$ cat config.mk
export PLATFORM = sky130hd
export DESIGN_NAME = hazardUnit
export DESIGN_NICKNAME = d
export VERILOG_FILES = /design/src/design/pipePkg.sv /design/src/design/hazardUnit.sv
export SDC_FILE = /design/constraint.sdc
export NUM_CORES = 1
export LEC_CHECK = 0
export BUFFER_PORTS_ARGS = -buffer_cell sky130_fd_sc_hd__clkbuf_2
export CORE_MARGIN = 4
export CORE_UTILIZATION = 44
export DETAILED_ROUTE_END_ITERATION = 7
export PLACE_DENSITY = 0.91
export SETUP_SLACK_MARGIN = 0.02
export SYNTH_ARGS = -nofsm -noshare
export SYNTH_HDL_FRONTEND = slang
export SYNTH_SLANG_ARGS = --single-unit
$ cat constraint.sdc
create_clock -name vclk -period 3.9
set_clock_uncertainty 0.15 [all_clocks]
set_input_delay 0.39 -clock vclk [all_inputs]
set_output_delay 0.39 -clock vclk [all_outputs]
set_load 0.03 [all_outputs]
$ cat src/design/pipePkg.sv
package pipePkg;

    typedef logic [31:0] wordT;
    typedef logic [4:0] regAddrT;

    // unified memory, word addressed
    localparam int MEM_WORDS = 256;
    typedef logic [7:0] memAddrT;

    localparam int PC_STEP = 4;

    // primary opcode, instr[31:26]
    typedef enum logic [5:0] {
        opSpecial = 6'h00,
        opJ       = 6'h02,
        opBeq     = 6'h04,
        opAddiu   = 6'h09,
        opOri     = 6'h0d,
        opLui     = 6'h0f,
        opLw      = 6'h23,
        opSw      = 6'h2b
    } opcodeT;

    // function code of opSpecial, instr[5:0]
    typedef enum logic [5:0] {
        fnAddu = 6'h21,
        fnSubu = 6'h23,
        fnAnd  = 6'h24,
        fnOr   = 6'h25,
        fnSlt  = 6'h2a
    } functT;

    typedef enum logic [2:0] {
        aluAdd,
        aluSub,
        aluAnd,
        aluOr,
        aluSlt,
        aluLui
    } aluOpT;

    // operand source for execute
    typedef enum logic [1:0] {
        fwdNone = 2'd0,
        fwdWb   = 2'd1,
        fwdMem  = 2'd2
    } fwdSelT;

endpackage

$ cat src/design/hazardUnit.sv
module hazardUnit import pipePkg::*; (
    input  regAddrT rsD_i,
    input  regAddrT rtD_i,
    input  regAddrT rsE_i,
    input  regAddrT rtE_i,
    input  regAddrT writeRegE_i,
    input  regAddrT writeRegM_i,
    input  regAddrT writeRegW_i,
    input  logic    regWriteEnE_i,
    input  logic    regWriteEnM_i,
    input  logic    regWriteEnW_i,
    input  logic    memReadE_i,
    input  logic    memReadM_i,
    input  logic    branchD_i,
    input  logic    fetchGnt_i,
    input  logic    loadGnt_i,
    output fwdSelT  fwdA_o,
    output fwdSelT  fwdB_o,
    output logic    fwdBranchA_o,
    output logic    fwdBranchB_o,
    output logic    stallF_o,
    output logic    stallD_o,
    output logic    stallE_o,
    output logic    stallM_o,
    output logic    flushE_o
);

    logic hitE;
    logic hitM;
    logic loadUse;
    logic branchWait;

    // the write enables never carry r0, so no zero checks
    assign fwdA_o = (regWriteEnM_i && writeRegM_i == rsE_i) ? fwdMem :
                    (regWriteEnW_i && writeRegW_i == rsE_i) ? fwdWb : fwdNone;
    assign fwdB_o = (regWriteEnM_i && writeRegM_i == rtE_i) ? fwdMem :
                    (regWriteEnW_i && writeRegW_i == rtE_i) ? fwdWb : fwdNone;

    assign fwdBranchA_o = regWriteEnM_i && writeRegM_i == rsD_i;
    assign fwdBranchB_o = regWriteEnM_i && writeRegM_i == rtD_i;

    assign hitE = regWriteEnE_i && (writeRegE_i == rsD_i || writeRegE_i == rtD_i);
    assign hitM = regWriteEnM_i && (writeRegM_i == rsD_i || writeRegM_i == rtD_i);

    assign loadUse    = memReadE_i && hitE;
    // beq waits until its operand is an ALU result in M
    assign branchWait = branchD_i && (hitE || (memReadM_i && hitM));

    // loader grant freezes the whole pipe
    assign stallE_o = loadGnt_i;
    assign stallM_o = loadGnt_i;
    assign stallF_o = loadUse || branchWait || !fetchGnt_i;
    assign stallD_o = stallF_o;
    assign flushE_o = !loadGnt_i && stallD_o;

endmodule

==> impl_metrics.yaml <==
power:
  p_leak_nw: 0.409
  power_frac_seq_pct: 0
  vdd_drop_max_v: 0.0000680
  power.switching_w: 0.0000548
  power_frac_comb_pct: 100.0
  internal_power_w: 0.0000500
  p_per_area_nw_per_um2: 122
  p_sw_share_pct: 52.3
  p_clk_share_pct: 0
route:
  routed_wl_um: 1630
  drtAntennaViolNets: 0
  wl_per_cell_um: 11.8
  post-route-drc-count: 0
  first_iter_violations: 5
  via_per_inst: 5.06
  vias: 698
  drt_first_pass_iters: 3
cts:
  cts_repair_resize_count: 0
  hold_buffers: 0
  postCtsSetupRepairBufs: 0
place:
  dpl.hpwl_um: 1590
  io_buffers: 54
  place_congestion: 0.803
timing:
  min_period_over_period_pct: 54.0
  slew_headroom_pct: 77.6
  tns_ps: 0
  final_hold_viol_count: 0
  slew_violations: 0
  fmax_mhz: 475
  min_period_ps: 2100
  tightest_slew_ps: 333
  setup_viol: 0
  hold_ws_ps: 912
  rsz0062_at_grt: "no"
critical_path:
  worst-setup-path-type: "in -> out"
  cp_data_required_time_ps: 3360
  setup.worst_path.end_class: "output pin"
  cp-start-kind: "input port"
  path_max_fanout: 4
  arrival_ps: 1560
floorplanning:
  fp.dieW_um: 45.6
  rows: 13
  dieArea_um2: 2080
  core_um2: 1320
  die_h_um: 45.6
  ios: 54
  initial_utilization_pct: 47.1
synth:
  avgSynthCellArea_um2: 8.27
  synth_cell_types: 19
  yosysWarnings: 0
  syn_nets: 118
  synth-simple-area-share_pct: 24.8
  synthMuxAreaShare_pct: 0
  synth_compound_area_share_pct: 4.84
  yosysSeqAreaShare_pct: 0
  synth_top_family_by_area: "XOR/XNOR gates"
  synthAdderAreaFrac_pct: 0
  syn_inst: 75
  yosys.area_share.xor_xnor_pct: 61.3
  syn_area_um2: 621
grt:
  grt-ovfl-total: 0
  grt_usage_pct: 16.6
  grt_max_degree: 5
  grt_pass1_vias: 703
  grt_pass1_wl_um: 2670
  antenna_found_initial: 0
finish:
  diodes: 0
  seq_cell_count: 0
  drive_gt1_share_pct: 52.8
  layout.nets: 168
  synthToLayoutAreaGrowth_pct: 38.1
  clkbuf_count: 0
  final-seq-area_um2: 0
  mostFrequentLayoutCells: "clkbuf_2 (54), xnor2_1 (24), xor2_1 (12)"
  mostFrequentLayoutCell: "clkbuf_2"
worst_hold_path:
  min_path_cells: 2
  min_to: "stallM_o"
  hold_path_class: "in -> out"
  hp-start: "loadGnt_i"
run:
  drv_cap: 0
outcome:
  status: "finished, final reports clean"
[worst max-delay path by stage]
stage                   startpoint        end  slack (ps)  cells after the start
floorplan           writeRegM_i[3]  fwdA_o[0]        1490                      5
global placement    writeRegM_i[0]   flushE_o        1810                      7
detailed placement  writeRegM_i[4]   stallD_o        1780                      7
CTS                 writeRegM_i[4]   stallD_o        1780                      7
global route        writeRegM_i[1]   stallD_o        1650                      7
finish              writeRegM_i[0]   stallD_o        1800                      7
[cells by family (layout without fill, tap and decap cells)]
group | count (synthesis) | after routing
and+or+nand+nor | 25 | 25
AOI/OAI and AO/OA | 3 | 3
buffers and inverters | 7 | 55
xor gates and xnor gates | 40 | 40
[area by class of cell]
class,instances,area [um2]
multi-input combinational,68,564
fill,109,460
timing repair buffer,54,270
tap,15,18.8
inverter,1,3.75
[per-stage QoR]
| step | util (%) | power (W) | cells | cell area [um2] | setup WS (ps) |
|---|---|---|---|---|---|
| floorplan | - | 0.0000674 | 75 | 621 | 1490 |
| global placement | 65.1 | 0.000103 | 138 | 857 | 1810 |
| detailed placement | 65.1 | 0.000106 | 138 | 857 | 1780 |
| CTS | 65.1 | 0.000106 | 138 | 857 | 1780 |
| global route | 65.1 | 0.000115 | 138 | 857 | 1650 |
| finish | 65.1 | 0.000105 | 138 | 857 | 1800 |
[metal layers]
layer / global-route usage [%] / up-vias / part of all wire [%]
li1: - / 349 / -
met1: 18.3 / 305 / 35
met2: 33.7 / 44 / 50
met3: 2.77 / 0 / 15
met4: 0 / 0 / 0
met5: 0 / - / 0
[power by group through the flow]
stage | clock network [W] | logic [W] | registers, W
3_5_place_dp | 0 | 0.000106 | 0
6_report | 0 | 0.000105 | 0
5_1_grt | 0 | 0.000115 | 0
2_1_floorplan | 0 | 0.0000674 | 0
3_3_place_gp | 0 | 0.000103 | 0
4_1_cts | 0 | 0.000106 | 0
[cell usage after synthesis]
master | count | share of area [%]
xnor2_2 | 4 | 10
o31ai_2 | 1 | 2.0
buf_4 | 4 | 4.8
nand2b_1 | 1 | 1.0
nand3_1 | 2 | 1.6
nor2_1 | 3 | 1.8
nand3_2 | 2 | 3.2
o22ai_2 | 1 | 2.0
nor3_2 | 2 | 3.2
nor4_2 | 1 | 2.0
nand2_1 | 4 | 2.4
nand4_1 | 4 | 4.0
xor2_1 | 12 | 17
a21oi_1 | 1 | 0.81
nor3_1 | 3 | 2.4
nor4_1 | 3 | 3.0
buf_6 | 2 | 3.6
xnor2_1 | 24 | 34
inv_1 | 1 | 0.60
[critical path, cell delays in order]
cell,delay [ps]
clkbuf_2,140
xnor2_1,200
nand3_2,110
o31ai_2,270
nor3_2,80
nor2_1,150
clkbuf_2,230
Note: power is estimated with default switching activity, not from simulation.
