--- src/design/pipePkg.sv ---
package pipePkg;

    typedef logic [31:0] wordT;
    typedef logic [4:0] regAddrT;

    // unified memory, word addressed
    localparam int MEM_WORDS = 256;
    typedef logic [7:0] memAddrT;

    localparam int PC_STEP = 4;

    // primary opcode, instr[31:26]
    typedef enum logic [5:0] {
        opSpecial = 6'h00,
        opJ       = 6'h02,
        opBeq     = 6'h04,
        opAddiu   = 6'h09,
        opOri     = 6'h0d,
        opLui     = 6'h0f,
        opLw      = 6'h23,
        opSw      = 6'h2b
    } opcodeT;

    // function code of opSpecial, instr[5:0]
    typedef enum logic [5:0] {
        fnAddu = 6'h21,
        fnSubu = 6'h23,
        fnAnd  = 6'h24,
        fnOr   = 6'h25,
        fnSlt  = 6'h2a
    } functT;

    typedef enum logic [2:0] {
        aluAdd,
        aluSub,
        aluAnd,
        aluOr,
        aluSlt,
        aluLui
    } aluOpT;

    // operand source for execute
    typedef enum logic [1:0] {
        fwdNone = 2'd0,
        fwdWb   = 2'd1,
        fwdMem  = 2'd2
    } fwdSelT;

endpackage

--- src/design/fetchStage.sv ---
module fetchStage import pipePkg::*; (
    input  logic       clk,
    input  logic       reset_i,
    input  logic       stallF_i,
    input  logic       stallD_i,
    input  logic [1:0] pcSrcD_i,
    input  wordT       branchTargetD_i,
    input  wordT       jumpTargetD_i,
    input  logic       fetchGnt_i,
    input  wordT       instrIn_i,
    output logic       fetchReq_o,
    output memAddrT    fetchAddr_o,
    output wordT       instrD_o,
    output wordT       pcPlus4D_o,
    output wordT       pcD_o
);

    wordT pc;
    wordT pcPlus4F;
    wordT pcNext;
    logic fetchEn;

    assign pcPlus4F = pc + PC_STEP;

    // 1 is a taken beq, 2 is j
    always_comb begin
        case (pcSrcD_i)
            2'd1:    pcNext = branchTargetD_i;
            2'd2:    pcNext = jumpTargetD_i;
            default: pcNext = pcPlus4F;
        endcase
    end

    always_ff @(posedge clk) begin
        if (reset_i) begin
            pc      <= '0;
            fetchEn <= 1'b0;
        end else begin
            fetchEn <= 1'b1;
            if (!stallF_i) begin
                pc <= pcNext;
            end
        end
    end

    assign fetchReq_o  = fetchEn;
    assign fetchAddr_o = pc[9:2];

    // fetch/decode register, an all-zero word decodes as a no-op
    always_ff @(posedge clk) begin
        if (reset_i) begin
            instrD_o <= '0;
        end else if (!stallD_i && fetchGnt_i) begin
            instrD_o <= instrIn_i;
        end
    end

    always_ff @(posedge clk) begin
        if (!stallD_i) begin
            pcD_o      <= pc;
            pcPlus4D_o <= pcPlus4F;
        end
    end

endmodule

--- config.mk ---
export PLATFORM = sky130hd
export DESIGN_NAME = fetchStage
export DESIGN_NICKNAME = d
export VERILOG_FILES = /design/src/design/pipePkg.sv /design/src/design/fetchStage.sv
export SDC_FILE = /design/constraint.sdc
export NUM_CORES = 1
export LEC_CHECK = 0
export BUFFER_PORTS_ARGS = -buffer_cell sky130_fd_sc_hd__buf_2
export CELL_PAD_IN_SITES_DETAIL_PLACEMENT = 0
export CELL_PAD_IN_SITES_GLOBAL_PLACEMENT = 1
export CORE_AREA = 2 2 123 125
export DETAILED_ROUTE_END_ITERATION = 7
export DIE_AREA = 0 0 125 127
export GPL_TIMING_DRIVEN = 1
export PLACE_DENSITY_LB_ADDON = 0.1
export SYNTH_ARGS = -nofsm -noshare
export SYNTH_HDL_FRONTEND = slang
export SYNTH_SLANG_ARGS = --single-unit
--- constraint.sdc ---
create_clock -name clk -period 6.57 [get_ports clk]
set_input_delay 0.9855 -clock clk [delete_from_list [all_inputs] [get_ports clk]]
set_output_delay 0.9855 -clock clk [all_outputs]
set_load 0.005 [all_outputs]
==> results_dict.tcl <==
set metrics [dict create \
    grt_pass1_wl_um 25500 \
    layout.nets 852 \
    finalMaxSlewViolations 0 \
    filler_cell_count 1405 \
    ir_drop_mv 0.136 \
    worst_ep_required_time_ns 6.91 \
    cts_htree_levels 4 \
    cts_resized 0 \
    power_frac_seq_pct 42.4 \
    clock_path_buffers 2 \
    switching_share_pct 22.3 \
    die-area_um2 15900 \
    die_h_um 127 \
    setup_viol 0 \
    start_util_pct 39.4 \
    die_w_um 125 \
    path_class "register to register" \
    grt.total_usage_pct 20.3 \
    fin_worst_skew_ns 0.00666 \
    crit_slowest_cell "nand4_1" \
    power_leakage_uw 0.00305 \
    r2r-end "pc[26]" \
    firstDrtPassIters 5 \
    yosysSeqAreaShare_pct 55.7 \
    place.gp.congestion 0.787 \
    path_depth 5 \
    clkLatencyLatePin_ns 0.41 \
    detailed_place_hpwl_um 11100 \
    grt_pass1_vias 4987 \
    ys_ff_latch 127 \
    rsz0062_at_grt "no" \
    drt-initial-drc-count 300 \
    multi_input_area_um2 2200 \
    wl_um 16200 \
    p_per_area_nw_per_um2 293 \
    setup-tns-final_ns 0 \
    syn_inst 576 \
    netlist_area_um2 5680 \
    grt_start_max_net_pins 63 \
    finalCriticalPeriod_ns 2.81 \
    cp_max_fo 13 \
    end_kind "register" \
    p_int_uw 1680 \
    synth_cell_types 50 \
    critPathTopFamily "simple AND/OR/NAND/NOR gates" \
    max_freq_mhz 356 \
    numPortBuffers 207 \
    status "completed" \
    comb_power_share_pct 9.1 \
    crit_path_end "pc[26]" \
    worstPathCellList "and4_1 -> nand4_1 -> or3_4 -> or3_1 -> a31oi_1" \
    reg2reg_slack_ns 3.76 \
    arrival_ns 3.14 \
    num_vias 5016 \
    cp_num_buf_inv 0 \
    ys.flop_type "dfxtp_1" \
    post_cts_buffers 0 \
    hold_path_class "register to register" \
    pwr-share-clk_pct 48.5 \
    drc_errors 0 \
    synth_area_per_cell_um2 9.86 \
    maxSlewHeadroom_pct 20.4 \
    cts_tree "yes" \
    cts_made_buffers 17 \
    drive_above_1_share_pct 33.6 \
    ctsHoldBuffers 0 \
    io_pins 208 \
    core_um2 14400 \
    power_uw 2160 \
    vias_per_cell 5.31 \
    worstMarginPinSlew_ns 1.19 \
    hold_viol_final 0 \
    wire_per_inst_um 17.1 \
    area_growth_pct 29.7 \
    antenna_found_initial 2 \
    rows 44 \
    cts-root-buf "clkbuf_16" \
    r2r_cells 5 \
    cp-startpoint "pc[4]" \
    timing.final.ws_setup_ns 3.76 \
    start_kind "register" \
    p_switching_uw 482 \
    syn_nets 682 \
    grt_remaining_overflow 0 \
    postRouteAntennaNets 0 \
    seq_area_um2 3160 \
    clkSinkCount 127 \
    yosysWarningCount 0 \
    cp_slowest_stage_delay_ns 0.62 \
    dp_slack_ns 3.43 \
    r2r_start "pc[4]" \
    synth_edf_count 62 \
    clk_pin_slew_ns 0.05 \
    postSynth.asyncResetShare_pct 0 \
    maxCapViolCount 0 \
    period_share_pct 42.7 \
]
cells in the mapped netlist, types with 2 or more instances:
library cell / instances / share of area [%]
a211oi_1: 5 / 0.66
a21o_1: 3 / 0.40
a21oi_1: 57 / 5.0
a221o_1: 2 / 0.35
a221oi_1: 14 / 2.2
a22oi_1: 18 / 2.4
a31o_2: 2 / 0.31
a31oi_1: 11 / 1.2
a32o_1: 2 / 0.35
and2_1: 3 / 0.33
and4_1: 4 / 0.62
buf_1: 4 / 0.26
buf_2: 4 / 0.35
buf_4: 13 / 1.7
clkbuf_1: 38 / 2.5
dfxtp_1: 65 / 23
edfxtp_1: 62 / 33
ha_1: 3 / 0.66
inv_1: 10 / 0.66
mux2i_1: 2 / 0.35
nand2_1: 99 / 6.5
nand2b_1: 2 / 0.22
nand3_1: 15 / 1.3
nand3b_1: 2 / 0.26
nand4_1: 16 / 1.8
nor2_1: 36 / 2.4
nor2b_1: 3 / 0.33
nor3_1: 9 / 0.79
nor3b_1: 2 / 0.26
nor4_1: 4 / 0.44
nor4_4: 2 / 0.75
o21ai_0: 8 / 0.71
o22ai_1: 5 / 0.55
o32ai_1: 2 / 0.31
or2_2: 3 / 0.33
or3_1: 6 / 0.66
xnor2_1: 19 / 2.9
xor2_1: 9 / 1.4
cell usage in the layout, fill, tap and decap left out, drive strengths merged, types with 3 or more instances in the layout:
master,synthesis,layout
bufinv,0,5
dfxtp,65,65
nand4,16,16
nor3,9,9
edfxtp,62,62
buf,22,211
a211oi,5,5
xnor2,19,19
o22ai,5,5
or3,7,7
and4,4,4
a221oi,14,14
nor2b,3,3
inv,10,10
ha,3,3
xor2,9,9
a31oi,11,11
nor2,36,36
clkbuf,38,21
clkinv,0,4
o21ai,8,8
a21o,3,3
or2,3,3
a22oi,18,18
and2,3,3
a21oi,57,57
nand2,99,99
nand3,15,15
nor4,6,6
flip-flops by register name, indices dropped and copies added (netlist names):
name / count
fetchReq_o: 1
instrD_o: 32
pc: 32
pcD_o: 30
pcPlus4D_o: 32
per-stage QoR:
step	instance area, um^2	instances	hold WS (ns)	util, %
floorplan	5680	576	0.403	-
CTS	7360	943	0.435	51.0
finish	7360	945	0.440	51.0
global route	7360	945	0.451	51.0
global placement	6690	911	0.416	46.4
detailed placement	6690	911	0.422	46.4
per-layer routing:
| metal | share of wire, % | vias to the layer above | track usage (%) | routed length (um) |
|---|---|---|---|---|
| met5 | 0 | - | 0 | 0 |
| met4 | 1.9 | 0 | 8.17 | 313 |
| met3 | 8.2 | 25 | 6.62 | 1320 |
| met2 | 49 | 197 | 33.9 | 7860 |
| met1 | 41 | 2383 | 24.3 | 6660 |
| li1 | - | 2411 | - | - |
worst min path at each step:
stage	start	endpoint	slack, ns	depth (start not counted)
after floorplan	pc[10]	pcD_o[10]	0.40	0
after global placement	pc[0]	pcPlus4D_o[0]	0.42	0
after detailed placement	pc[0]	pcPlus4D_o[0]	0.42	0
after CTS	pc[0]	pcPlus4D_o[0]	0.43	0
after global routing	pc[0]	pcPlus4D_o[0]	0.45	0
final	pc[0]	pcPlus4D_o[0]	0.44	0
logic make-up after synthesis:
family | synth area share, %
buffers and inverters | 5.71
adders and majority gates | 0.661
and+or+nand+nor | 17.7
muxes | 0.353
xor gates and xnor gates | 4.32
DFF | 55.7
AOI/OAI and AO/OA | 15.5
final cells by class:
type	instances	share of cell area (%)
diodes	2	0.0680
clock buffers	21	6.53
clock inverters	11	2.50
inverters	10	0.510
multi-input cells	379	29.8
flip-flops and latches	127	43.0
well taps	184	3.13
repair buffers	211	14.5
power groups by stage:
stage | Sequential (uW) | Clock [uW] | Combinational, uW
floorplan | 926 | 0 | 109
global placement | 930 | 0 | 197
detailed placement | 932 | 0 | 200
CTS | 916 | 1060 | 201
global route | 922 | 1100 | 220
finish | 916 | 1050 | 197
No activity file was read; power rests on OpenSTA's default activity.
