**src/design/pipePkg.sv**
```systemverilog
package pipePkg;

    typedef logic [31:0] wordT;
    typedef logic [4:0] regAddrT;

    // unified memory, word addressed
    localparam int MEM_WORDS = 256;
    typedef logic [7:0] memAddrT;

    localparam int PC_STEP = 4;

    // primary opcode, instr[31:26]
    typedef enum logic [5:0] {
        opSpecial = 6'h00,
        opJ       = 6'h02,
        opBeq     = 6'h04,
        opAddiu   = 6'h09,
        opOri     = 6'h0d,
        opLui     = 6'h0f,
        opLw      = 6'h23,
        opSw      = 6'h2b
    } opcodeT;

    // function code of opSpecial, instr[5:0]
    typedef enum logic [5:0] {
        fnAddu = 6'h21,
        fnSubu = 6'h23,
        fnAnd  = 6'h24,
        fnOr   = 6'h25,
        fnSlt  = 6'h2a
    } functT;

    typedef enum logic [2:0] {
        aluAdd,
        aluSub,
        aluAnd,
        aluOr,
        aluSlt,
        aluLui
    } aluOpT;

    // operand source for execute
    typedef enum logic [1:0] {
        fwdNone = 2'd0,
        fwdWb   = 2'd1,
        fwdMem  = 2'd2
    } fwdSelT;

endpackage

```
**src/design/memArbiter.sv**
```systemverilog
module memArbiter import pipePkg::*; (
    input  logic    clk,
    input  logic    reset_i,
    input  logic    loadEn_i,
    input  memAddrT loadAddr_i,
    input  wordT    loadData_i,
    input  logic    memReq_i,
    input  logic    memWrEn_i,
    input  memAddrT memAddr_i,
    input  wordT    memWrData_i,
    input  logic    fetchReq_i,
    input  memAddrT fetchAddr_i,
    output logic    loadGnt_o,
    output logic    memGnt_o,
    output logic    fetchGnt_o,
    output memAddrT addr_o,
    output logic    wrEn_o,
    output wordT    wrData_o
);

    logic armed;

    // core requesters stay masked until reset has been seen
    always_ff @(posedge clk) begin
        if (reset_i) begin
            armed <= 1'b0;
        end else begin
            armed <= 1'b1;
        end
    end

    // loader, then data, then fetch
    assign loadGnt_o  = loadEn_i && !reset_i;
    assign memGnt_o   = armed && memReq_i && !loadEn_i;
    assign fetchGnt_o = armed && fetchReq_i && !loadEn_i && !memReq_i;

    always_comb begin
        addr_o   = fetchAddr_i;
        wrEn_o   = 1'b0;
        wrData_o = memWrData_i;
        if (loadGnt_o) begin
            addr_o   = loadAddr_i;
            wrEn_o   = 1'b1;
            wrData_o = loadData_i;
        end else if (memGnt_o) begin
            addr_o = memAddr_i;
            wrEn_o = memWrEn_i;
        end
    end

endmodule

```
**config.mk**
```make
export PLATFORM = sky130hd
export DESIGN_NAME = memArbiter
export DESIGN_NICKNAME = d
export VERILOG_FILES = /design/src/design/pipePkg.sv /design/src/design/memArbiter.sv
export SDC_FILE = /design/constraint.sdc
export NUM_CORES = 1
export LEC_CHECK = 0
export BUFFER_PORTS_ARGS = -buffer_cell sky130_fd_sc_hd__buf_2
export CAP_MARGIN = 20
export CORE_ASPECT_RATIO = 1.75
export CORE_UTILIZATION = 25
export DETAILED_ROUTE_END_ITERATION = 6
export PLACE_DENSITY = 0.81
export SYNTH_ARGS = -nofsm -noshare
export SYNTH_HDL_FRONTEND = slang
export SYNTH_SLANG_ARGS = --single-unit
```
**constraint.sdc**
```tcl
create_clock -name clk -period 1.22 [get_ports clk]
set_input_delay 0.305 -clock clk [delete_from_list [all_inputs] [get_ports clk]]
set_output_delay 0.305 -clock clk [all_outputs]
set_load 0.03 [all_outputs]
```
==> results of run 1 <==
## where the power goes
group / internal, µW / switching [µW] / leakage, µW
clock: 0 / 0 / 0
sequential: 35.2 / 2.65 / 0.00000844
combinational: 532 / 615 / 0.00121
## synthesized netlist by cell type (all sizes together)
cell	number
nand2	106
a21oi	16
buf	9
nor2	8
inv	3
dfxtp	1
nand2b	1
nand3b	1
nor4bb	1
## layout by cell type (no fill, tap or decap), types with 3 or more instances in the layout
cell type,n
nand2_4,32
nand2_2,24
buf_6,49
nand2_1,50
buf_2,90
a21oi_4,12
buf_12,3
nor2_1,6
a21oi_2,4
## critical path, cell delays in order
cell and delay, ns:
buf_6 0.09, nand2b_4 0.18, inv_8 0.10, clkbuf_16 0.16
a21oi_4 0.04, a21oi_4 0.12, buf_6 0.14
## final cells by class
type / count / area share [%]
inverters: 3 / 1.16
multi-input cells: 134 / 45.4
flip-flops and latches: 1 / 0.887
well taps: 27 / 1.50
repair buffers: 147 / 50.6
repair inverters: 1 / 0.388
## cell families (layout without fill, tap and decap cells)
group / count (synthesis) / count (layout)
simple gates: 117 / 118
buf+inv: 12 / 151
compound gates: 16 / 16
flops: 1 / 1
## worst max-delay path by stage
stage	endpoint	depth (start not counted)
final	addr_o[6]	7
after global routing	wrData_o[3]	7
after CTS	wrData_o[10]	7
after detailed placement	addr_o[3]	6
after global placement	addr_o[0]	6
after floorplan	addr_o[1]	6
## through the flow
step | cell area (µm²) | hold slack, ns | worst slack, ns
final | 2260 | 0.448 | -0.227
after detailed placement | 1780 | 0.472 | -0.297
after CTS | 2050 | 0.450 | -0.221
after floorplan | 1050 | 0.362 | -0.0972
after global routing | 2260 | 0.458 | -0.271
after global placement | 1780 | 0.472 | -0.273
## routing by layer
metal / vias up / GRT usage (%) / wire length [µm] / share of wire (%)
met3: 18 / 2.72 / 283 / 6.2
li1: 731 / - / - / -
met2: 78 / 49.6 / 2810 / 61
met5: - / 0 / 0 / 0
met4: 0 / 6.60 / 167 / 3.6
met1: 692 / 22.4 / 1340 / 29
## repair_timing
item,CTS,global route
cloned,2,2
setup buffers,0,1
pin swaps,3,0
hold buffers,0,0
resized for setup,80,48
endpoints found under the setup margin,44,44
==> flow_summary.ini, run 1 <==
[global_route]
globalRouteOverflowTotal = 0
grt_max_degree = 27
grt_pass1_wl_mm = 5.84
antenna_found_initial = 0
grt_pass1_vias = 1385
grt.total_usage_pct = 23.5

[floorplanning]
die_x_um = 42.3
ioPinCount = 138
die_h_um = 72.6
num_rows = 25
start_util_pct = 26.5
die_area_um2 = 3070
core-area_um2 = 2690

[placement]
dp_hpwl_mm = 2.94
dpl.cell_count = 308
port_buffers = 137
place.gp.congestion = 0.728

[min_path]
hold-path-cell-count = 2
min_from = reset_i
hold_path_class = input pin to register
min_delay_worst_endpoint = armed

[final_layout]
diodes = 0
final_cells = 313
top_regs = armed: 1 flops
regMostFlops = armed
multiInputGateArea_um2 = 1020
largest_reg_flops = 1
final-seq-area_um2 = 20.0
area_growth_pct = 217
fillers = 175
drive_above_1_share_pct = 79.7
fin_nets = 382
fin_util_pct = 83.9

[timing]
finalSetupViolCount = 44
final.min_clock_period_ns = 1.45
tns_ns = -8.02
final_hold_viol_count = 0
finalMaxSlewViolations = 0
worstMarginPinSlew_ns = 0.263
fmax_mhz = 691
setup_ws_ns = -0.227
rsz0062_at_grt = yes
relSlewSlack_pct = 82.2
fin_crit_sh_pct = 119

[worst_setup_path]
criticalPathCategory = input pin to primary output
worst_ep_required_time_ns = 0.91
critPathMaxFanout = 7
worst_setup_path_end_kind = primary output
arrival_ns = 1.14
cp-start-kind = input pin
cp-startpoint = reset_i

[logic_synthesis]
synth_compound_gate_area_share_pct = 18.6
synthMuxAreaShare_pct = 0
synth.avg_cell_area_um2 = 4.88
synthAdderAreaFrac_pct = 0
synthTopCellsByArea = nand2_1, a21oi_2, nor2_1, buf_4, buf_12
ys_ff_latch = 1
yosysSeqAreaShare_pct = 2.81
synth_nets = 240
ys_warn_count = 0
ys_types = 14
synthXorXnorAreaFrac_pct = 0
synth_top_area_share_pct = 55.9
syn_area_um2 = 712
synth_cells = 146
yosys.area_share.simple_pct = 65.2
synth_area_leader_cell = nand2_1
synth_top_family_by_area = simple AND/OR/NAND/NOR gates

[route]
drtPass1Iterations = 4
drcViolationCount = 0
viasPerCell = 4.85
num_vias = 1519
wire_per_inst_um = 14.7
drt-total-wl_mm = 4.60
antenna_left = 0
drt_iter0_markers = 25

[job]
drv_cap = 0

[power_and_ir_drop]
p_leak_uw = 0.00122
powerDensity_nw_per_um2 = 525
power.total_uw = 1190
vdd_drop_max_v = 0.000366

[status]
status = complete, but fails checks
violations = negative setup slack

[clock_tree]
clk_pin_slew_ns = 0
Note: power is estimated with default switching activity, not from simulation.
==> run 2: changes to the inputs <==
--- a/config.mk
+++ b/config.mk
@@ -5,10 +5,12 @@
 export SDC_FILE = /design/constraint.sdc
 export NUM_CORES = 1
 export LEC_CHECK = 0
-export BUFFER_PORTS_ARGS = -buffer_cell sky130_fd_sc_hd__buf_2
+export ABC_CLOCK_PERIOD_IN_PS = 1220
+export BUFFER_PORTS_ARGS = -buffer_cell sky130_fd_sc_hd__buf_4
 export CAP_MARGIN = 20
 export CORE_ASPECT_RATIO = 1.75
 export CORE_UTILIZATION = 25
+export CTS_CLUSTER_SIZE = 10
 export DETAILED_ROUTE_END_ITERATION = 6
 export PLACE_DENSITY = 0.81
 export SYNTH_ARGS = -nofsm -noshare
==> run 2 against run 1 <==
Against the previous run:
- the flow still finishes with violations (negative setup slack)
- final cell count up 0.64%
- flip-flop and latch count unchanged
- power up 5.8%
- via count decreased by 0.46%
- global-route usage increased by 2.4 points
- worst hold slack improved by 0.011 ns
- wire length grew 1.6%
- setup slack improved by 0.0027 ns
- critical path depth shrank 1
- sequential power about the same
- first-iteration DRC count fell by 28%
- critical endpoint is now addr_o[7]
==> flow_summary.ini, run 2 (synthesis gave the netlist of run 1 again) <==
[status]
status = complete, but fails checks
violations = negative setup slack

[worst_setup_path]
critPathBufInv = 3
criticalPathCategory = input pin to primary output
critPathMaxFanout = 9
cp_common_cell = buf_4
crit_end = addr_o[7]
cpPeakStageDelay_ns = 0.21
worst_setup_path_end_kind = primary output
cp_top_family = buffers and inverters
worst_ep_required_time_ns = 0.91
cp-start-kind = input pin
arrival_ns = 1.14
crit_chain = buf_6 > nand2b_4 > buf_4 > nor2_2 > a21oi_4 > buf_4
cp-startpoint = reset_i
cp.depth = 6
cpMaxStageDelayCell = buf_4

[route]
drcViolationCount = 0
antenna_left = 0
viasPerCell = 4.80
drt_iter0_markers = 18
drtPass1Iterations = 4
drt-total-wl_mm = 4.67
wire_per_inst_um = 14.8
num_vias = 1512

[timing]
rsz0062_at_grt = yes
whs_ns = 0.459
fin_crit_sh_pct = 118
final_hold_viol_count = 0
tns_ns = -7.43
relSlewSlack_pct = 83.8
final.min_clock_period_ns = 1.44
fmax_mhz = 692
worstMarginPinSlew_ns = 0.243
setup_ws_ns = -0.225
finalMaxSlewViolations = 0
finalSetupViolCount = 44

[final_layout]
area_growth_pct = 245
top_regs = armed: 1 flops
fin_util_pct = 91.2
regMostFlops = armed
final-seq-area_um2 = 20.0
multiInputGateArea_um2 = 1020
final_cells = 315
diodes = 0
layout_common_cells = buf_4, nand2_1, buf_6
final_common_cell = buf_4
fin_nets = 384
largest_reg_flops = 1
postLayoutCellArea_um2 = 2450
drive_above_1_share_pct = 78.8
fillers = 108

[floorplanning]
num_rows = 25
core-area_um2 = 2690
die_h_um = 72.6
die_x_um = 42.3
start_util_pct = 26.5
die_area_um2 = 3070
ioPinCount = 138

[min_path]
hold_path_class = input pin to register
min_from = reset_i

[global_route]
globalRouteOverflowTotal = 0
antenna_found_initial = 0
grt_pass1_vias = 1467
grt.total_usage_pct = 25.9
grt_max_degree = 18
grt_pass1_wl_mm = 6.43

[clock_tree]
post_cts_buffers = 0
ctsHoldBuffers = 0
clk_pin_slew_ns = 0

[job]
drv_cap = 0

[placement]
dp_hpwl_mm = 3.28
place.gp.congestion = 0.794
dpl.cell_count = 313
place_area_um2 = 2170
port_buffers = 137

[power_and_ir_drop]
vdd_drop_max_v = 0.000348
powerDensity_nw_per_um2 = 511
p_leak_uw = 0.00130
[run 2: area by class of cell]
cell class              instances  share of cell area (%)
repair inverters                1                   0.357
repair buffers                149                    55.0
inverters                       3                    1.07
multi-input cells             134                    41.4
well taps                      27                    1.38
flip-flops and latches          1                   0.816
[run 2: worst min path at each step]
stage	depth (start not counted)	slack, ns	endpoint
after floorplan	1	0.36	armed
after global placement	2	0.47	armed
after detailed placement	2	0.47	armed
after CTS	2	0.45	armed
after global routing	2	0.47	armed
final	2	0.46	armed
[run 2: repair_timing]
action                                  4_1_cts  5_1_grt
pin swaps                                     4        2
cloned                                        2        0
endpoints found under the setup margin       44       44
gates resized for setup                      59       16
[run 2: per-layer routing]
metal / wire length (µm) / up-vias / part of all wire, % / global-route usage, %
met1: 1430 / 689 / 30 / 25.1
met3: 289 / 14 / 6.2 / 3.47
met5: 0 / - / 0 / 0
li1: - / 733 / - / -
met4: 144 / 0 / 3.1 / 7.64
met2: 2810 / 76 / 60 / 53.8
[run 2: power by group]
| part | switching (µW) | total (µW) | internal (µW) | leakage [µW] |
|---|---|---|---|---|
| Combinational | 612 | 1220 | 603 | 0.00129 |
| Clock | 0 | 0 | 0 | 0 |
| Sequential | 2.86 | 38.1 | 35.2 | 0.00000844 |
| Total | 615 | 1250 | 638 | 0.00130 |
[run 2: stage by stage]
stage	worst slack, ns	total power (µW)
2_1_floorplan	-0.0972	634
3_5_place_dp	-0.271	1100
3_3_place_gp	-0.238	1090
6_report	-0.225	1250
5_1_grt	-0.242	1300
4_1_cts	-0.222	1220
