File: config.mk
export PLATFORM = sky130hd
export DESIGN_NAME = execMemWbStages
export DESIGN_NICKNAME = d
export VERILOG_FILES = /design/src/design/pipePkg.sv /design/src/design/execMemWbStages.sv
export SDC_FILE = /design/constraint.sdc
export NUM_CORES = 1
export LEC_CHECK = 0
export ABC_AREA = 1
export BUFFER_PORTS_ARGS = -buffer_cell sky130_fd_sc_hd__buf_4
export CORE_ASPECT_RATIO = 0.7
export CORE_MARGIN = 2
export CORE_UTILIZATION = 35
export DETAILED_ROUTE_END_ITERATION = 8
export GPL_TIMING_DRIVEN = 0
export PLACE_DENSITY = 0.66
export SETUP_SLACK_MARGIN = 0.5
export SYNTH_ARGS = -nofsm -noshare
export SYNTH_HDL_FRONTEND = slang
export SYNTH_SLANG_ARGS = --single-unit
File: constraint.sdc
create_clock -name clk -period 5 [get_ports clk]
set_input_delay 0.5 -clock clk [delete_from_list [all_inputs] [get_ports clk]]
set_output_delay 0.5 -clock clk [all_outputs]
set_load 0.01 [all_outputs]
File: src/design/pipePkg.sv
package pipePkg;

    typedef logic [31:0] wordT;
    typedef logic [4:0] regAddrT;

    // unified memory, word addressed
    localparam int MEM_WORDS = 256;
    typedef logic [7:0] memAddrT;

    localparam int PC_STEP = 4;

    // primary opcode, instr[31:26]
    typedef enum logic [5:0] {
        opSpecial = 6'h00,
        opJ       = 6'h02,
        opBeq     = 6'h04,
        opAddiu   = 6'h09,
        opOri     = 6'h0d,
        opLui     = 6'h0f,
        opLw      = 6'h23,
        opSw      = 6'h2b
    } opcodeT;

    // function code of opSpecial, instr[5:0]
    typedef enum logic [5:0] {
        fnAddu = 6'h21,
        fnSubu = 6'h23,
        fnAnd  = 6'h24,
        fnOr   = 6'h25,
        fnSlt  = 6'h2a
    } functT;

    typedef enum logic [2:0] {
        aluAdd,
        aluSub,
        aluAnd,
        aluOr,
        aluSlt,
        aluLui
    } aluOpT;

    // operand source for execute
    typedef enum logic [1:0] {
        fwdNone = 2'd0,
        fwdWb   = 2'd1,
        fwdMem  = 2'd2
    } fwdSelT;

endpackage

File: src/design/execMemWbStages.sv
module execMemWbStages import pipePkg::*; (
    input  logic    clk,
    input  logic    reset_i,
    input  wordT    rd1E_i,
    input  wordT    rd2E_i,
    input  wordT    immE_i,
    input  regAddrT writeRegE_i,
    input  aluOpT   aluOpE_i,
    input  logic    aluSrcImmE_i,
    input  logic    regWriteEnE_i,
    input  logic    memReadE_i,
    input  logic    memWriteE_i,
    input  wordT    pcE_i,
    input  fwdSelT  fwdA_i,
    input  fwdSelT  fwdB_i,
    input  logic    stallM_i,
    input  logic    memGnt_i,
    input  wordT    memRdData_i,
    output logic    memReq_o,
    output logic    memWrEn_o,
    output memAddrT memAddr_o,
    output wordT    memWrData_o,
    output wordT    aluOutM_o,
    output regAddrT writeRegM_o,
    output logic    regWriteEnM_o,
    output logic    memReadM_o,
    output regAddrT writeRegW_o,
    output logic    regWriteEnW_o,
    output wordT    regWriteDataW_o,
    output wordT    pcW_o
);

    wordT srcA;
    wordT srcB;
    wordT aluB;
    wordT aluOutE;
    wordT writeDataM;
    wordT pcM;
    logic memWriteM;
    wordT aluOutW;
    wordT readDataW;
    logic memReadW;

    // M result wins over W
    always_comb begin
        case (fwdA_i)
            fwdMem:  srcA = aluOutM_o;
            fwdWb:   srcA = regWriteDataW_o;
            default: srcA = rd1E_i;
        endcase
        case (fwdB_i)
            fwdMem:  srcB = aluOutM_o;
            fwdWb:   srcB = regWriteDataW_o;
            default: srcB = rd2E_i;
        endcase
    end

    assign aluB = aluSrcImmE_i ? immE_i : srcB;

    always_comb begin
        case (aluOpE_i)
            aluSub:  aluOutE = srcA - aluB;
            aluAnd:  aluOutE = srcA & aluB;
            aluOr:   aluOutE = srcA | aluB;
            aluSlt:  aluOutE = {31'b0, $signed(srcA) < $signed(aluB)};
            aluLui:  aluOutE = {aluB[15:0], 16'b0};
            default: aluOutE = srcA + aluB;
        endcase
    end

    // execute/memory register
    always_ff @(posedge clk) begin
        if (reset_i) begin
            regWriteEnM_o <= 1'b0;
            memReadM_o    <= 1'b0;
            memWriteM     <= 1'b0;
        end else if (!stallM_i) begin
            regWriteEnM_o <= regWriteEnE_i;
            memReadM_o    <= memReadE_i;
            memWriteM     <= memWriteE_i;
        end
    end

    always_ff @(posedge clk) begin
        if (!stallM_i) begin
            aluOutM_o   <= aluOutE;
            writeDataM  <= srcB;
            writeRegM_o <= writeRegE_i;
            pcM         <= pcE_i;
        end
    end

    // word access only
    assign memReq_o    = memReadM_o || memWriteM;
    assign memWrEn_o   = memWriteM;
    assign memAddr_o   = aluOutM_o[9:2];
    assign memWrData_o = writeDataM;

    // a held M sends a bubble on, so nothing retires twice
    always_ff @(posedge clk) begin
        if (reset_i || stallM_i) begin
            regWriteEnW_o <= 1'b0;
            memReadW      <= 1'b0;
        end else begin
            regWriteEnW_o <= regWriteEnM_o;
            memReadW      <= memReadM_o;
        end
    end

    always_ff @(posedge clk) begin
        if (!stallM_i) begin
            aluOutW     <= aluOutM_o;
            writeRegW_o <= writeRegM_o;
            pcW_o       <= pcM;
        end
        if (memGnt_i) begin
            readDataW <= memRdData_i;
        end
    end

    assign regWriteDataW_o = memReadW ? readDataW : aluOutW;

endmodule

==> metrics.txt, run 1 <==
first-pass GRT wire length 90.6 mm; gr usage total 27.7%; Layout Skew 0.0193 ns; Core Region between 0.04 and 0.05 mm²; placed insts 2803; Overflow after GRT 0; Worst R2R End aluOutM_o[20]; DR vias 14600; worst hold slack 0.160 ns; startpoint types input port; Post-synth EDFFs ~200; flops & latches, synth 207; post-route setup slack a little over 0.8 ns; Avg WL per Cell 22.2 µm; pin count of the biggest net entering global routing around 120; DR iter-0 viols ~1400; Routed met1 length between 20 and 30 mm; Root Buffer clkbuf_16; port bufs 328; ant diodes 0; fin util between 40% and 50%; Post-DP Area 0.0181 mm²; CTS tree built; Mapped Cells between 1500 and 2000; Post-Syn Area per Cell 7.76 µm²; DP Wirelength 52.0 mm; Ports between 300 and 400; clock sinks slightly above 200; DIE AREA 0.0443 mm²; Residual DRC 0; total wire length 63.2 mm; R2R setup slack approximately 0.86 ns; die width 251 µm; Final Cell Area ~0.019 mm²; starting density of the core between 30% and 40%; Setup CP Type in2reg; fraction of registers with async set/reset 0%; FF-to-FF path depth 16; register area share after synthesis 41.3%; P_leak 9.34 nW; yosys warns 0; r2r startpoint memReadW; Max IR drop VDD between 0.0002 and 0.00025 V; Detail Route Antenna Nets 0; dpl ws about 0.18 ns; clock buffer depth 3; final setup vio count 0; Crit path required time 5.20 ns; crit path DAT between 4 and 5 ns; Slew Limit Fails 0; highest metal used met4; Tcrit/Tclk final 83.7%; CP Capture Type flip-flop; DIE HEIGHT 177 µm; row cnt 63; Area Growth Syn to Fin 27.0%; Hold EP pcM[15]; outcome completed; syn_nets 2205; Power Density 367 mW/mm²; DRT Pass-1 Iters 7; vias in the first global route 13800; worst-path maximum fanout 10; worst-margin pin slew between 0.9 and 1 ns; hold_buf cts 0; Final Non-Filler Cells about 2800; clk_lat worst skew 0.51 ns; Synth Flop Type edfxtp_1; Max transition margin between 30% and 40%; met3 WL 5.80 mm; antenna violations before repair 3; CTS buffer count 23; hold path depth 1; H-Tree Depth 1; routed length on met2 27.0 mm; Final min period 4.18 ns; clock-pin slew on the worst setup and hold paths roughly 0.07 ns; Synth cell types 44; Vias/cell 5.13; share of layout cells above drive strength 1 a little over a fifth; gpl congestion 0.963; Hold Vio Cnt, Final 0; f_max 239 MHz; Post-Syn Area 0.0149 mm²; MaxCap Viol Count 0; layout net count 2559; Hold Crit Class in2reg; min-delay src pcE_i[15]; unrepaired setup endpoints after global routing no
-- per-layer routing --
metal / GRT usage, % / vias to the layer above
met3: 5.40 / 70
met1: 40.6 / 6946
met2: 42.4 / 666
li1: - / 6915
met4: 5.91 / 0
met5: 0 / -
-- sequential cells by signal (all words and copies together) (netlist names), 5 cells and up --
signal       count
writeRegM_o      5
pcW_o           32
aluOutW         32
memWrData_o     32
aluOutM_o       32
pcM             32
readDataW       32
writeRegW_o      5
-- synth_stat cells, types with 22 or more instances --
master    instances  share of area (%)
clkbuf_1         24               0.60
a22oi_1          37                1.9
nand3_1         117                3.9
buf_2            29               0.97
a21oi_1          86                2.9
o21a_1           35                1.8
inv_1           331                8.3
o21ai_2          22                1.3
o21ai_1          22               0.74
nor2_1          142                3.6
o21ai_0          50                1.7
ha_1            101                8.5
nand2_1         572                 14
edfxtp_1        202                 41
-- layout make-up --
type / instances / area, µm²
multi-input cells: 1298 / 7070
well taps: 552 / 691
flip-flops and latches: 207 / 6170
fillers: 4251 / 23200
clock inverters: 13 / 215
inverters: 336 / 1270
clock buffers: 28 / 624
plain buffers: 81 / 428
repair buffers: 329 / 2490
-- worst max path at each step --
stage	startpoint	to	depth (start not counted)
4_1_cts	fwdB_i[0]	aluOutM_o[0]	22
2_1_floorplan	stallM_i	aluOutM_o[0]	2
6_report	fwdB_i[0]	aluOutM_o[31]	21
3_5_place_dp	fwdB_i[0]	aluOutM_o[0]	22
3_3_place_gp	stallM_i	memWrData_o[29]	2
5_1_grt	fwdB_i[0]	aluOutM_o[0]	25
-- what timing repair did --
| item | CTS | global route |
|---|---|---|
| buffers inserted | 0 | 0 |
| endpoints found under the setup margin | 0 | 1 |
| resized for setup | 0 | 3 |
-- through the flow --
step / power (W) / TNS (ns)
3_5_place_dp: 0.00501 / 0
6_report: 0.00695 / 0
3_3_place_gp: 0.00500 / -172.63
4_1_cts: 0.00690 / 0
2_1_floorplan: 0.00385 / 0
5_1_grt: 0.00731 / 0
-- critical path, cell delays in order --
cell      delay [ns]
buf_4           0.10
inv_1           0.04
ha_1            0.27
buf_4           0.16
inv_1           0.06
clkbuf_1        0.25
o21ai_0         0.66
nand2_1         0.10
o21ai_1         0.34
ha_1            0.32
buf_2           0.19
nor2_1          0.18
nand2_1         0.14
nor2_1          0.12
nand2_1         0.06
nand2_1         0.25
nand2_1         0.13
nand2_1         0.08
nand2_1         0.05
nand3_1         0.14
nand3_1         0.21
-- placed cells by master, fill, tap and decap left out, types with 7 or more instances in the layout --
cell type and n:
inv_1 330, o22ai_1 9, o21ai_0 50, buf_4 343, mux2_4 11, o21ai_1 22, nand2_1 572, o21a_1 35
nand3_1 117, clkbuf_1 25, nand4_1 9, edfxtp_1 202, clkbuf_16 23, o21ai_2 22, ha_1 101, nor3_1 13
xor2_1 9, a22oi_2 10, o2111ai_1 7, a21oi_1 85, a21oi_2 11, buf_2 29, clkbuf_2 7, nor2_1 142
a22oi_1 37
-- cells by family (layout without fill, tap and decap cells) --
logic type,count (synthesis),after routing,synth area share [%]
compound gates,300,300,13.0
mux,16,16,1.48
flops,207,207,41.3
simple gates,870,870,23.6
buf+inv,417,787,11.3
fa+ha+maj,103,103,8.74
xor+xnor,9,9,0.528
-- power breakdown --
group	internal, W	total [W]	switching [W]
Combinational	0.000909	0.00277	0.00186
Clock	0.00119	0.00190	0.000706
Sequential	0.00215	0.00228	0.000134
(Power assumes the default switching activity.)
==> run 2, diff against run 1 <==
PLACE_DENSITY = 0.68   (was 0.66)
clock period = 3.48 ns   (was 5 ns; I/O delays follow)
==> metrics.txt, run 2 (synthesized netlist as in run 1, its figures left out) <==
outcome completed; vias in the first global route 14500; CTS tree built; startpoint types flip-flop; Max transition margin between 20 and 30%; total wire length 66.1 mm; DP Wirelength roughly 52 mm; Area Growth Syn to Fin 47.5%; critical path's slowest cell dfxtp_4; worst-path maximum fanout 5; Setup TNS 0 ns; P_leak just over 10 nW; CP Capture Type flip-flop; Seq pwr share 29.9%; most common cell after layout, fill and taps aside nand2_1; CTS buffer count 23; Overflow after GRT 0; Tcrit/Tclk final 93.8%; Final Non-Filler Cells 2946; Comb pwr share about 48%; antenna violations before repair 5; Multi-input gate area approximately 0.009 mm²; gpl congestion 1.02; unrepaired setup endpoints after global routing yes; Power Density 501 mW/mm²; port bufs 328; die width 251 µm; DRT Pass-1 Iters 5; clock group share of total power 21.9%; share of layout cells above drive strength 1 between 40% and 50%; Vias/cell 5.30; Pint ~0.0066 W; Pwr Total 0.0110 W; DR vias between 15000 and 20000; Crit path required time 3.70 ns; Detail Route Antenna Nets 0; H-Tree Depth 1; final setup vio count 0; Crit path largest cell delay 0.40 ns; starting density of the core between 30% and 40%; crit path DAT 3.49 ns; DIE HEIGHT 177 µm; most frequent cells in the layout nand2_1 (455), buf_4 (423), inv_1 (295), edfxtp_1 (202), nand2_2 (107); Layout Skew approximately 0.014 ns; Net Sw Frac 40.3%; Final min period 3.26 ns; fin util 52.2%; family with the most delay on the worst path simple AND/OR/NAND/NOR gates; row cnt 63; Slew Limit Fails 0; clock buffer depth 3; Max IR drop VDD between 0.0002 and 0.0003 V; Core Region 0.0422 mm²; first-pass GRT wire length just over 90 mm; Root Buffer clkbuf_16; MaxCap Viol Count 0; clock-pin slew on the worst setup and hold paths about 0.060 ns; Residual DRC 0; pin count of the biggest net entering global routing 41; Setup CP Type reg2reg; Register Area 0.00617 mm²; layout net count 2659; met3 Use GR 4.12%; switching pwr 0.00445 W; DIE AREA roughly 0.044 mm²; Hold Crit Class in2reg; met1 Resource Use GR 40.7%; met2 usage 44.0%; placed insts 2806; DR iter-0 viols between 1500 and 2000; CP Cell Sequence bufbuf_16 -> mux2_4 -> a22oi_1 -> nand2_1 -> o21a_1 -> ha_4 -> buf_12 -> nand2_4 -> inv_1 -> nand2_2 -> nor3_4 -> nand3_2 -> nand3_1 -> nand2_1 -> nand3_2 -> nand3_4; Avg WL per Cell between 20 and 25 µm; worst-margin pin slew 1.07 ns; gr usage total between 20 and 30%; Hold Vio Cnt, Final 0; Ports approximately 330; clock sinks 207; R2R setup slack about 0.22 ns; Buf+Inv Stages, Crit Path 3; f_max 306 MHz; global route hottest layer met2; Fill cells 3879; clk_lat worst skew 0.51 ns
[run 2: cell type report]
class,count,share of cell area (%)
clock inverter,14,0.671
sequential,207,28.0
multi-input combinational,1298,40.9
timing repair buffer,429,15.4
antenna,2,0.0227
clock buffer,27,2.68
tap,552,3.14
inverter,336,5.91
buffer,81,3.18
[run 2: stage by stage]
stage / area, µm² / worst slack, ns / hold slack [ns]
global route: 22000 / 0.0746 / 0.00634
CTS: 20900 / 0.236 / 0.000551
floorplan: 15000 / 0.0962 / 0.400
detailed placement: 18200 / -0.733 / 0.405
global placement: 18100 / -1.13 / 0.401
finish: 22000 / 0.216 / 0.0136
[run 2: final timing paths]
| kind | start | end | cells after the start |
|---|---|---|---|
| hold / removal | writeRegE_i[2] | writeRegM_o[2] | 1 |
| hold reg to reg | pcM[14] | pcW_o[14] | 0 |
| setup / recovery | memReadW | aluOutM_o[21] | 16 |
| setup reg to reg | memReadW | aluOutM_o[21] | 16 |
[run 2: power by group through the flow]
stage               logic [W]  clock network, W  registers, W
finish                0.00532           0.00241       0.00329
global route          0.00566           0.00253       0.00331
CTS                   0.00467           0.00245       0.00328
detailed placement    0.00385                 0       0.00333
global placement      0.00381                 0       0.00333
floorplan             0.00221                 0       0.00333
[run 2: timing repair]
action,CTS,global route
endpoints found under the setup margin,30,28
pin swaps,88,80
setup buffers,46,39
resized for setup,381,202
endpoints found under the hold margin,6,0
cloned,4,2
hold buffers,6,0
[run 2: metal layers]
metal	vias up	share of wire [%]	wire length, µm
met5	-	0.012	8
met1	7581	44	29300
met4	2	2.9	1940
met2	806	44	28900
li1	7131	-	-
met3	94	8.9	5850
[run 2: worst register-to-register path, stage by stage, from the launching register on]
cell	delay [ns]
dfxtp_4	0.40
bufbuf_16	0.28
mux2_4	0.33
a22oi_1	0.17
nand2_1	0.10
o21a_1	0.18
ha_4	0.37
buf_12	0.13
nand2_4	0.07
inv_1	0.09
nand2_2	0.11
nor3_4	0.22
nand3_2	0.14
nand3_1	0.12
nand2_1	0.07
nand3_2	0.11
nand3_4	0.11
